===== src/pitaya_params.svh =====
`ifndef PITAYA_PARAMS_SVH
`define PITAYA_PARAMS_SVH

// data path widths
`define PITAYA_ADC_RAW_W   14   // adc pin word
`define PITAYA_ADC_W       12   // working sample, two lsbs dropped
`define PITAYA_DAC_W       14   // dac pin word
`define PITAYA_PHASE_W     16   // sawtooth accumulator
`define PITAYA_GAIN_W      8    // signed controller gain
`define PITAYA_CTRL_SHIFT  4    // product scaling, arithmetic

// register bus
`define PITAYA_BUS_AW      8
`define PITAYA_BUS_DW      32

// byte addresses
`define PITAYA_ADDR_CTRL   8'h00  // bit 0 loop_en, bit 1 gen_en
`define PITAYA_ADDR_STEP_A 8'h04
`define PITAYA_ADDR_STEP_B 8'h08
`define PITAYA_ADDR_SET_A  8'h0C
`define PITAYA_ADDR_SET_B  8'h10
`define PITAYA_ADDR_GAIN_A 8'h14
`define PITAYA_ADDR_GAIN_B 8'h18
`define PITAYA_ADDR_ID     8'h1C  // read only

`define PITAYA_ID          32'h5049_5441

`endif


===== src/pitaya_pkg.sv =====
`include "pitaya_params.svh"

package pitaya_pkg;

  //////////////////////////////////////////////////
  // sample types
  //////////////////////////////////////////////////

  typedef logic        [`PITAYA_ADC_RAW_W-1:0] adc_raw_t;   // as seen on adc pins
  typedef logic signed [`PITAYA_ADC_W-1:0]     adc_smp_t;   // after lsb drop
  typedef logic signed [`PITAYA_DAC_W-1:0]     dac_word_t;  // dac domain, also pins

  //////////////////////////////////////////////////
  // configuration types
  //////////////////////////////////////////////////

  typedef logic        [`PITAYA_PHASE_W-1:0]   phase_t;     // wraps mod 2^16
  typedef logic signed [`PITAYA_GAIN_W-1:0]    gain_t;

  // register bus
  typedef logic [`PITAYA_BUS_AW-1:0] bus_addr_t;
  typedef logic [`PITAYA_BUS_DW-1:0] bus_data_t;

endpackage


===== src/pitaya_cfg_if.sv =====
`timescale 1ns/10ps

// configuration from the register block to generator and controller
interface pitaya_cfg_if import pitaya_pkg::*; ();

  logic     loop_en;          // digital loopback instead of adc
  logic     gen_en;           // sawtooth running
  phase_t   step_a, step_b;   // phase increments
  adc_smp_t set_a, set_b;     // controller setpoints
  gain_t    gain_a, gain_b;   // controller gains

  modport regs (
    output loop_en, gen_en,
    output step_a, step_b,
    output set_a, set_b,
    output gain_a, gain_b
  );

  modport gen (
    input gen_en, step_a, step_b
  );

  modport ctrl (
    input loop_en, set_a, set_b, gain_a, gain_b
  );

endinterface


===== src/pitaya_regs.sv =====
`timescale 1ns/10ps
`include "pitaya_params.svh"

module pitaya_regs import pitaya_pkg::*; (
  input  logic      adc_clk,
  input  logic      rst_n_i,
  input  bus_addr_t sys_addr_i,
  input  bus_data_t sys_wdata_i,
  input  logic      sys_wen_i,
  input  logic      sys_ren_i,
  output bus_data_t sys_rdata_o,
  output logic      sys_ack_o,
  output logic      sys_err_o,
  pitaya_cfg_if.regs cfg
);

  logic      addr_ok;  // one of the eight registers
  logic      wr_en;    // write to a writable register
  bus_data_t rd_mux;

  //////////////////////////////////////////////////
  // address decode and read mux
  //////////////////////////////////////////////////

  always_comb begin
    addr_ok = 1'b1;
    rd_mux  = '0;  // zero extension of short fields
    case (sys_addr_i)
      `PITAYA_ADDR_CTRL:   rd_mux[1:0] = {cfg.gen_en, cfg.loop_en};
      `PITAYA_ADDR_STEP_A: rd_mux[`PITAYA_PHASE_W-1:0] = cfg.step_a;
      `PITAYA_ADDR_STEP_B: rd_mux[`PITAYA_PHASE_W-1:0] = cfg.step_b;
      `PITAYA_ADDR_SET_A:  rd_mux[`PITAYA_ADC_W-1:0] = cfg.set_a;
      `PITAYA_ADDR_SET_B:  rd_mux[`PITAYA_ADC_W-1:0] = cfg.set_b;
      `PITAYA_ADDR_GAIN_A: rd_mux[`PITAYA_GAIN_W-1:0] = cfg.gain_a;
      `PITAYA_ADDR_GAIN_B: rd_mux[`PITAYA_GAIN_W-1:0] = cfg.gain_b;
      `PITAYA_ADDR_ID:     rd_mux = `PITAYA_ID;
      default:             addr_ok = 1'b0;  // unmapped
    endcase
  end

  assign wr_en = sys_wen_i && addr_ok && (sys_addr_i != `PITAYA_ADDR_ID);

  //////////////////////////////////////////////////
  // config registers, ack and error
  //////////////////////////////////////////////////

  always_ff @(posedge adc_clk) begin
    if (!rst_n_i) begin
      sys_ack_o   <= 1'b0;
      sys_err_o   <= 1'b0;
      cfg.loop_en <= 1'b0;
      cfg.gen_en  <= 1'b0;
      cfg.step_a  <= '0;
      cfg.step_b  <= '0;
      cfg.set_a   <= '0;
      cfg.set_b   <= '0;
      cfg.gain_a  <= '0;
      cfg.gain_b  <= '0;
    end else begin
      sys_ack_o <= sys_wen_i | sys_ren_i;  // one cycle after the request
      sys_err_o <= (sys_ren_i & ~addr_ok) | (sys_wen_i & ~wr_en);
      if (wr_en) begin
        case (sys_addr_i)
          `PITAYA_ADDR_CTRL:   {cfg.gen_en, cfg.loop_en} <= sys_wdata_i[1:0];
          `PITAYA_ADDR_STEP_A: cfg.step_a <= sys_wdata_i[`PITAYA_PHASE_W-1:0];
          `PITAYA_ADDR_STEP_B: cfg.step_b <= sys_wdata_i[`PITAYA_PHASE_W-1:0];
          `PITAYA_ADDR_SET_A:  cfg.set_a  <= sys_wdata_i[`PITAYA_ADC_W-1:0];
          `PITAYA_ADDR_SET_B:  cfg.set_b  <= sys_wdata_i[`PITAYA_ADC_W-1:0];
          `PITAYA_ADDR_GAIN_A: cfg.gain_a <= sys_wdata_i[`PITAYA_GAIN_W-1:0];
          `PITAYA_ADDR_GAIN_B: cfg.gain_b <= sys_wdata_i[`PITAYA_GAIN_W-1:0];
          default: ;
        endcase
      end
    end
  end

  // read data, only meaningful with the ack of a read
  always_ff @(posedge adc_clk) begin
    sys_rdata_o <= sys_ren_i ? rd_mux : '0;
  end

endmodule


===== src/sawtooth_gen.sv =====
`timescale 1ns/10ps
`include "pitaya_params.svh"

module sawtooth_gen import pitaya_pkg::*; (
  input  logic      adc_clk,
  input  logic      rst_n_i,
  pitaya_cfg_if.gen cfg,
  output dac_word_t gen_a_o,
  output dac_word_t gen_b_o
);

  phase_t phase_a;  // channel a accumulator
  phase_t phase_b;  // channel b accumulator

  //////////////////////////////////////////////////
  // phase accumulators and output register
  //////////////////////////////////////////////////

  always_ff @(posedge adc_clk) begin
    if (!rst_n_i) begin
      phase_a <= '0;
      phase_b <= '0;
      gen_a_o <= '0;
      gen_b_o <= '0;
    end else if (!cfg.gen_en) begin
      // generator off, hold everything at zero
      phase_a <= '0;
      phase_b <= '0;
      gen_a_o <= '0;
      gen_b_o <= '0;
    end else begin
      phase_a <= phase_a + cfg.step_a;  // wraps mod 2^16
      phase_b <= phase_b + cfg.step_b;
      // top bits of the phase as a signed sample
      gen_a_o <= phase_a[`PITAYA_PHASE_W-1 -: `PITAYA_DAC_W];
      gen_b_o <= phase_b[`PITAYA_PHASE_W-1 -: `PITAYA_DAC_W];
    end
  end

endmodule


===== src/prop_ctrl.sv =====
`timescale 1ns/10ps
`include "pitaya_params.svh"

module prop_ctrl import pitaya_pkg::*; (
  input  logic       adc_clk,
  input  logic       rst_n_i,
  input  adc_raw_t   adc_dat_a_i,
  input  adc_raw_t   adc_dat_b_i,
  input  dac_word_t  loop_a_i,     // coded dac words for loopback
  input  dac_word_t  loop_b_i,
  pitaya_cfg_if.ctrl cfg,
  output dac_word_t  ctrl_a_o,
  output dac_word_t  ctrl_b_o
);

  adc_smp_t                                      smp_a, smp_b;    // stage 1
  logic signed [`PITAYA_ADC_W:0]                 err_a, err_b;    // 13 bit error
  logic signed [`PITAYA_ADC_W+`PITAYA_GAIN_W:0]  prod_a, prod_b;  // stage 2
  logic signed [`PITAYA_ADC_W+`PITAYA_GAIN_W:0]  shr_a, shr_b;    // scaled product

  // clip the scaled product into the dac range
  function automatic dac_word_t sat_dac(input logic signed [`PITAYA_ADC_W+`PITAYA_GAIN_W:0] v);
    if (v > (2**(`PITAYA_DAC_W-1) - 1))
      return {1'b0, {(`PITAYA_DAC_W-1){1'b1}}};
    if (v < -(2**(`PITAYA_DAC_W-1)))
      return {1'b1, {(`PITAYA_DAC_W-1){1'b0}}};
    return v[`PITAYA_DAC_W-1:0];
  endfunction

  //////////////////////////////////////////////////
  // error and scaling
  //////////////////////////////////////////////////

  always_comb begin
    err_a = cfg.set_a - smp_a;  // sign extended to 13 bits
    err_b = cfg.set_b - smp_b;
    shr_a = prod_a >>> `PITAYA_CTRL_SHIFT;
    shr_b = prod_b >>> `PITAYA_CTRL_SHIFT;
  end

  always_ff @(posedge adc_clk) begin
    if (!rst_n_i) begin
      smp_a    <= '0;
      smp_b    <= '0;
      prod_a   <= '0;
      prod_b   <= '0;
      ctrl_a_o <= '0;
      ctrl_b_o <= '0;
    end else begin
      // cross-over, adc b feeds channel a
      smp_a    <= cfg.loop_en ? loop_a_i[`PITAYA_DAC_W-1:2] : adc_dat_b_i[`PITAYA_ADC_RAW_W-1:2];
      smp_b    <= cfg.loop_en ? loop_b_i[`PITAYA_DAC_W-1:2] : adc_dat_a_i[`PITAYA_ADC_RAW_W-1:2];
      prod_a   <= err_a * cfg.gain_a;
      prod_b   <= err_b * cfg.gain_b;
      ctrl_a_o <= sat_dac(shr_a);  // stage 3
      ctrl_b_o <= sat_dac(shr_b);
    end
  end

endmodule


===== src/dac_combiner.sv =====
`timescale 1ns/10ps
`include "pitaya_params.svh"

module dac_combiner import pitaya_pkg::*; (
  input  logic      adc_clk,
  input  logic      rst_n_i,
  input  dac_word_t gen_a_i,
  input  dac_word_t gen_b_i,
  input  dac_word_t ctrl_a_i,
  input  dac_word_t ctrl_b_i,
  output dac_word_t loop_a_o,
  output dac_word_t loop_b_o,
  output dac_word_t dac_dat_a_o,
  output dac_word_t dac_dat_b_o,
  output logic      dac_reset_o
);

  logic signed [`PITAYA_DAC_W:0] sum_a, sum_b;  // one bit headroom
  dac_word_t                     code_a, code_b; // inverted, per channel

  // saturate back to 14 bits when the two top bits differ
  function automatic dac_word_t sat_sum(input logic signed [`PITAYA_DAC_W:0] v);
    if (v[`PITAYA_DAC_W] != v[`PITAYA_DAC_W-1])
      return {v[`PITAYA_DAC_W], {(`PITAYA_DAC_W-1){~v[`PITAYA_DAC_W]}}};
    return v[`PITAYA_DAC_W-1:0];
  endfunction

  assign sum_a = gen_a_i + ctrl_a_i;
  assign sum_b = gen_b_i + ctrl_b_i;

  //////////////////////////////////////////////////
  // coding and pin register
  //////////////////////////////////////////////////

  always_ff @(posedge adc_clk) begin
    if (!rst_n_i) begin
      code_a      <= '1;  // coded zero
      code_b      <= '1;
      dac_dat_a_o <= '1;
      dac_dat_b_o <= '1;
    end else begin
      code_a      <= ~sat_sum(sum_a);  // negative slope dac
      code_b      <= ~sat_sum(sum_b);
      dac_dat_a_o <= code_b;  // ch b -> dac a
      dac_dat_b_o <= code_a;  // ch a -> dac b
    end
  end

  assign loop_a_o = code_a;
  assign loop_b_o = code_b;

  // dac held in reset until one edge after release
  always_ff @(posedge adc_clk) dac_reset_o <= ~rst_n_i;

endmodule


===== src/pitaya_analog_top.sv =====
`timescale 1ns/10ps

module pitaya_analog_top import pitaya_pkg::*; (
  input  logic      adc_clk,
  input  logic      rst_n_i,
  // adc
  input  adc_raw_t  adc_dat_a_i,
  input  adc_raw_t  adc_dat_b_i,
  // register bus
  input  bus_addr_t sys_addr_i,
  input  bus_data_t sys_wdata_i,
  input  logic      sys_wen_i,
  input  logic      sys_ren_i,
  output bus_data_t sys_rdata_o,
  output logic      sys_ack_o,
  output logic      sys_err_o,
  // dac
  output dac_word_t dac_dat_a_o,
  output dac_word_t dac_dat_b_o,
  output logic      dac_reset_o
);

  dac_word_t gen_a, gen_b;    // sawtooth
  dac_word_t ctrl_a, ctrl_b;  // controller
  dac_word_t loop_a, loop_b;  // coded words back to the input

  pitaya_cfg_if cfg ();

  pitaya_regs i_regs (
    .adc_clk, .rst_n_i,
    .sys_addr_i, .sys_wdata_i, .sys_wen_i, .sys_ren_i,
    .sys_rdata_o, .sys_ack_o, .sys_err_o,
    .cfg      (cfg)
  );

  sawtooth_gen i_gen (
    .adc_clk, .rst_n_i,
    .cfg      (cfg),
    .gen_a_o  (gen_a),
    .gen_b_o  (gen_b)
  );

  prop_ctrl i_ctrl (
    .adc_clk, .rst_n_i,
    .adc_dat_a_i, .adc_dat_b_i,
    .loop_a_i (loop_a),
    .loop_b_i (loop_b),
    .cfg      (cfg),
    .ctrl_a_o (ctrl_a),
    .ctrl_b_o (ctrl_b)
  );

  dac_combiner i_dac (
    .adc_clk, .rst_n_i,
    .gen_a_i  (gen_a),  .gen_b_i  (gen_b),
    .ctrl_a_i (ctrl_a), .ctrl_b_i (ctrl_b),
    .loop_a_o (loop_a), .loop_b_o (loop_b),
    .dac_dat_a_o, .dac_dat_b_o, .dac_reset_o
  );

endmodule


===== config.mk =====
export PLATFORM = sky130hd
export DESIGN_NAME = pitaya_analog_top
export DESIGN_NICKNAME = d
export VERILOG_FILES = /design/src/pitaya_pkg.sv /design/src/pitaya_cfg_if.sv /design/src/pitaya_regs.sv /design/src/sawtooth_gen.sv /design/src/prop_ctrl.sv /design/src/dac_combiner.sv /design/src/pitaya_analog_top.sv
export VERILOG_INCLUDE_DIRS = /design/src
export SDC_FILE = /design/constraint.sdc
export NUM_CORES = 1
export LEC_CHECK = 0
export ABC_AREA = 1
export BUFFER_PORTS_ARGS = -buffer_cell sky130_fd_sc_hd__buf_2
export CAP_MARGIN = 15
export CORE_MARGIN = 4
export CORE_UTILIZATION = 60
export CTS_CLUSTER_DIAMETER = 80
export CTS_CLUSTER_SIZE = 28
export DETAILED_ROUTE_END_ITERATION = 6
export GPL_TIMING_DRIVEN = 0
export PLACE_DENSITY = 0.79
export SYNTH_ARGS = -nofsm -noshare
export SYNTH_HDL_FRONTEND = slang
export SYNTH_SLANG_ARGS = --single-unit

===== constraint.sdc =====
create_clock -name adc_clk -period 12.8 [get_ports adc_clk]
set_input_delay 3.2 -clock adc_clk [delete_from_list [all_inputs] [get_ports adc_clk]]
set_output_delay 3.2 -clock adc_clk [all_outputs]
set_load 0.1 [all_outputs]

After elaboration in Yosys (flattened, before gate mapping):

Cells that the tools add are included.

* logic and storage cells: 107
* input bits: 72
* output and inout port bits: 63
* register bits after elaboration: 319

* equality and inequality tests: 10
* bitwise gates (word level): 11
* reductions and logical operators: 12
* multiply operators: 2
* order comparisons: 4
* multiplexer cells: 36
* add/sub/neg operators: 6

Operators by type and width (number)
* 14-bit 2-to-1 mux: 14
* 13-bit by 8-bit multiplier with 21-bit output: 2
* 6-bit case mux with 7 select lines: 1
* 17-bit by 14-bit > comparator with 1-bit output (second input constant): 2
* 17-bit by 14-bit less-than comparator with 1-bit output (second input constant): 2
* 16-bit adder: 2
* 8-bit by 5-bit == test with 1-bit output (second input constant): 4
* 14-bit by 14-bit adder with 15-bit output: 2
* 14-bit inverter: 2
* 12-bit by 12-bit subtractor with 13-bit output: 2
* 12-bit 2-to-1 mux: 2
* 4-bit case mux with 5 select lines: 1
* 8-bit by 4-bit == test with 1-bit output (second input constant): 2
* 2-bit case mux with 8 select lines: 1
* 2-bit AND reduction: 8
* 1-bit 2-to-1 mux: 15
* 15-bit 2-to-1 mux: 1
* 4-bit case mux with 3 select lines: 1
* 8-bit by 3-bit == test with 1-bit output (second input constant): 1
* 8-bit zero test: 1
* 8-bit by 5-bit != test with 1-bit output (second input constant): 1
* 8-bit OR reduction: 1
* 1-bit inverter: 5
* 1-bit bitwise AND: 2
* other kinds (3): 6

Depth between registers and ports, before layout:

* word-level depth: 8
* depth in mapped cells: 30
* gate-level depth less buffers: 30

Cells and area by module:

A second synthesis with hierarchy kept.

* cells, all modules: 3132
* area total of the unflattened synthesis: 22661.7 um^2

By module, submodules not included
* prop_ctrl: times used 1, cells each 1565, seq. area each 1721.7 um^2, area each 11436.0 um^2
* pitaya_regs: times used 1, cells each 591, seq. area each 1861.8 um^2, area each 4449.3 um^2
* sawtooth_gen: times used 1, cells each 519, seq. area each 1201.2 um^2, area each 3453.3 um^2
* dac_combiner: times used 1, cells each 457, seq. area each 1141.1 um^2, area each 3323.2 um^2

Worst setup path before layout:

No wires, ideal clock.

* path kind: reg2reg
* from: register i_regs.cfg.set_a[0]
* to: register i_ctrl.prod_a[20]
* slack: 7.427 ns
* data required time: 12.685 ns
* period minus slack after synthesis: 5.373 ns
* library setup time: 0.115 ns
* buffers on the path: 0
* stages on the path, launching flop included: 28
* arrival time: 5.258 ns
* cell sequence: dfxtp_1 inv_1 ha_1 inv_1 fa_1 nand3_1 nand2_1 nand3_1 nand4_1 or2_2 nand2_1 nor2_1 fa_1 inv_1 fa_1 inv_1 fa_1 inv_1 fa_1 inv_1 ha_1 nand2_1 nor4_1 nand2_1 nand2_1 nand3_1 nand2_1 nor2_1

* longest elaborated chain between the ends: 2

RTL lines
* start, declared: line pitaya_cfg_if.sv:15 `output set_a, set_b,`
* start signal, assigned: line pitaya_regs.sv:67 `` `PITAYA_ADDR_SET_A: cfg.set_a <= sys_wdata_i[`PITAYA_ADC_W-1:0]; ``
* 12-bit by 12-bit subtractor with 13-bit output: line prop_ctrl.sv:35 `err_a = cfg.set_a - smp_a;`
* 13-bit by 8-bit multiplier with 21-bit output: line prop_ctrl.sv:53 `prod_a <= err_a * cfg.gain_a;`
* end signal, assigned: line prop_ctrl.sv:53
* end, declared: line prop_ctrl.sv:18 `` logic signed [`PITAYA_ADC_W+`PITAYA_GAIN_W:0] prod_a, prod_b; ``

No other way between the ends.
A chain may end at the register's enable or synchronous reset.

Worst setup path in the final report:

* from: register i_ctrl.smp_a[0]
* to: register i_ctrl.prod_a[20]

* longest elaborated chain between the ends: 2

RTL lines
* start, declared: line prop_ctrl.sv:16 `adc_smp_t smp_a, smp_b;`
* start signal, assigned: line prop_ctrl.sv:51 `` smp_a <= cfg.loop_en ? loop_a_i[`PITAYA_DAC_W-1:2] : adc_dat_b_i[`PITAYA_ADC_RAW_W-1:2]; ``
* 12-bit by 12-bit subtractor with 13-bit output: line prop_ctrl.sv:35
* 13-bit by 8-bit multiplier with 21-bit output: line prop_ctrl.sv:53

No other way between the ends.

==> key figures <==
Outcome
  • Outcome: completed

Timing
  • Slew margin rel.: 33.3%
  • Fin crit share: 48.5%
  • Setup ws final: 6.59 ns
  • Hold slack: 0.423 ns
  • Slew Limit Fails: 0
  • Final Hold Viols: 0
  • Sum Neg Setup Slack: 0 ns
  • Post-layout min period: 6.21 ns
  • Setup Skew: 0.0422 ns
  • Worst-margin pin slew: 1.00 ns
  • F_max: 0.161 GHz
  • RSZ-0062 raised after global routing: false
  • # setup viols final: 0

Synthesis
  • Compound-gate portion of the synthesized area: 8.40%
  • Ys Warns: 0
  • Adder-cell share of the synthesized area: 25.4%
  • Most common flop cell mapped by yosys: dfxtp_1
  • Synth cell types: 43
  • Post-synthesis xor/xnor area fraction: 1.67%
  • Register area share after synthesis: 27.5%
  • Synth Cell Area: 0.0215 mm^2
  • Async SR Flop Fraction: 0%
  • FF+latch count, synth: 296
  • Synth Area in Simple Gates: 25.9%
  • Post-synthesis mux area share: 0%
  • Cells after Synth: 2963
  • Synthesized area per cell: 7.27 um^2
  • Main combinational cell family by area after synthesis: simple AND/OR/NAND/NOR gates
  • Post-synth EDFFs: 0

GRT
  • First-pass GRT wire length: 100000 um
  • GRT Total Usage: 32.5%
  • Total grt overflow: 0
  • Initial antenna violation count: 0
  • Vias in the first global route: 19200
  • Largest net degree at the start of global routing: 29

Place
  • Placer's final routability congestion estimate: 0.993
  • Quantity of I/O buffers inserted on ports: 102
  • Placed insts: 3536
  • Placement Cell Area: 0.0227 mm^2
  • Setup WS pre-CTS: 6.70 ns
  • Detailed Place HPWL: 51100 um

Die
  • Effective utilization at floorplan: 60.7%
  • I/O pin count: 135
  • Die Y: 197 um
  • Core Region: 0.0355 mm^2
  • Die ar.: 0.0390 mm^2
  • Row Count: 69
  • Die width: 197 um

Clock tree
  • Clk_lat worst skew: 0.56 ns
  • CTS HTree Levels: 1
  • Cts bufs inserted: 20
  • Clk root buf: clkbuf_16
  • CTS hold repair buffers: 0
  • Worst-path clk slew: 0.10 ns
  • Clock Sinks: 296
  • CTS max path bufs: 3
  • CTS tree: built
  • # Post-CTS Setup Buffers: 0
  • Resize count post-CTS: 0

Worst setup path
  • Critical Path Max Stage Delay: 0.65 ns
  • Worst path slowest cell: fa_1
  • WP data required: 13.23 ns
  • Worst setup EP type: flip-flop
  • Setup crit start: i_ctrl.smp_a[0]
  • Setup crit start kind: flip-flop
  • Worst reg2reg startpoint: i_ctrl.smp_a[0]
  • Arr. time, crit path: 6.63 ns
  • R2R Setup Slk: 6.59 ns
  • Most frequent CP cell: nand2_1
  • Crit Path Category: flip-flop to flip-flop
  • CP Max Fanout: 5

Finish
  • Nets@finish: 3501
  • Fraction of layout cells with a size suffix above 1: 7.33%
  • Post-route design area: 0.0234 mm^2
  • Area Growth Syn to Fin: 8.79%
  • Post-Layout Cell Count: 3571
  • Layout Utilization: 66.0%
  • Diode count: 0

Detailed routing
  • Vias per std cell: 5.40
  • Initial drt markers: 1488
  • DR vias: 19300
  • Post-DR wirelength/cell: 17.4 um
  • Total Routed Length: 62200 um
  • Post-DRT Antenna Nets: 0
  • Post-route DRC: 0
  • Iteration count of the initial detailed-routing pass: 6

Power
  • NetSw: 0.487 mW
  • Clk pwr share: 41.7%
  • Combinational share of power: 7.2%
  • P_leak: 12.0 nW
  • Sequential power share: 51.1%
  • PwrDens: 77.4 mW/mm^2
  • Int Power: 1.33 mW
  • Total power: 1.81 mW
  • Switching Share: 26.8%
  • Worst vdd ir: 0.0000985 V

Min path
  • Hold_sp: i_dac.loop_b_o[1]
  • Hold crit path type: flip-flop to flip-flop

Flow run
  • Maxcap violations: 0
## state kept, by name, summed over array words and instances, names as in the netlist, 16 cells and up
name,flops
i_ctrl.prod_a,17
i_ctrl.prod_b,17
i_regs.sys_rdata_o,17
i_gen.phase_a,16
i_gen.phase_b,16
i_regs.cfg.step_a,16
i_regs.cfg.step_b,16
## routing by layer
layer  vias to the layer above  track usage [%]  share of wire [%]
met5                         -                0                  0
met4                         0             12.9                5.0
met3                       147             3.84                7.0
met2                       728             53.8                 46
met1                      9027             43.7                 42
li1                       9371                -                  -
## cell type report
type,instances,area (um^2)
repair buffers,102,510
fillers,3087,12100
well taps,461,577
flip-flops and latches,296,5930
plain buffers,79,412
clock inverters,12,224
inverters,529,1990
multi-input cells,2069,13200
clock buffers,23,543
## path summary, 6_finish.rpt
path                           to  cells after the start
min          i_dac.dac_dat_a_o[1]                      1
max             i_ctrl.prod_a[20]                     26
max reg2reg     i_ctrl.prod_a[20]                     26
min reg2reg  i_dac.dac_dat_a_o[1]                      1
## worst max-delay path, delay by kind of cell, from the launching register on
kind          cells  cell delay [ns]
flops             1             0.42
fa+ha+maj         7             3.32
simple gates     14             1.92
buf+inv           5             0.42
## kinds of logic after synthesis
group | after synthesis
fa+ha+maj | 332
compound gates | 334
buf+inv | 608
other cells | 1
flops | 296
simple gates | 1351
xor+xnor | 41
## cells in the final DEF, fill, tap and decap left out, types with 41 or more instances in the layout
master      n
nand2_1   565
nor2_1    551
inv_1     512
dfxtp_1   296
fa_1      175
ha_1      157
a21oi_1   153
nand3_1   125
o21ai_0   113
buf_2     107
clkbuf_1   41
## cell usage after synthesis, types with 3 or more instances
cell | number | area (um^2)
o21ai_0 | 113 | 566
fa_1 | 175 | 3500
or2_2 | 33 | 206
o21a_1 | 11 | 82.6
and2_1 | 5 | 31.3
a21oi_1 | 153 | 766
o31ai_1 | 4 | 30.0
a21o_1 | 12 | 90.1
nor2_1 | 551 | 2070
clkinv_1 | 8 | 30.0
o22ai_1 | 13 | 81.3
buf_1 | 5 | 18.8
o21ai_1 | 7 | 35.0
dfxtp_1 | 296 | 5930
nand3_1 | 125 | 626
nor2_4 | 3 | 33.8
nor3_1 | 23 | 115
nand3b_1 | 10 | 75.1
xnor2_1 | 24 | 210
xor2_1 | 17 | 149
o21bai_1 | 9 | 67.6
a41oi_1 | 3 | 26.3
ha_1 | 157 | 1960
nand4_1 | 23 | 144
buf_2 | 5 | 25.0
a31oi_1 | 4 | 25.0
clkbuf_1 | 40 | 150
inv_2 | 9 | 33.8
nand2_1 | 565 | 2120
buf_4 | 29 | 218
inv_1 | 512 | 1920
## power by group through the flow
stage	Combinational [mW]	Clock, mW	Sequential [mW]
2_1_floorplan	0.0746	0	0.952
4_1_cts	0.126	0.763	0.927
3_5_place_dp	0.125	0	0.949
5_1_grt	0.138	0.798	0.928
6_report	0.130	0.757	0.927
3_3_place_gp	0.125	0	0.949
No activity file was read; power rests on OpenSTA's default activity.
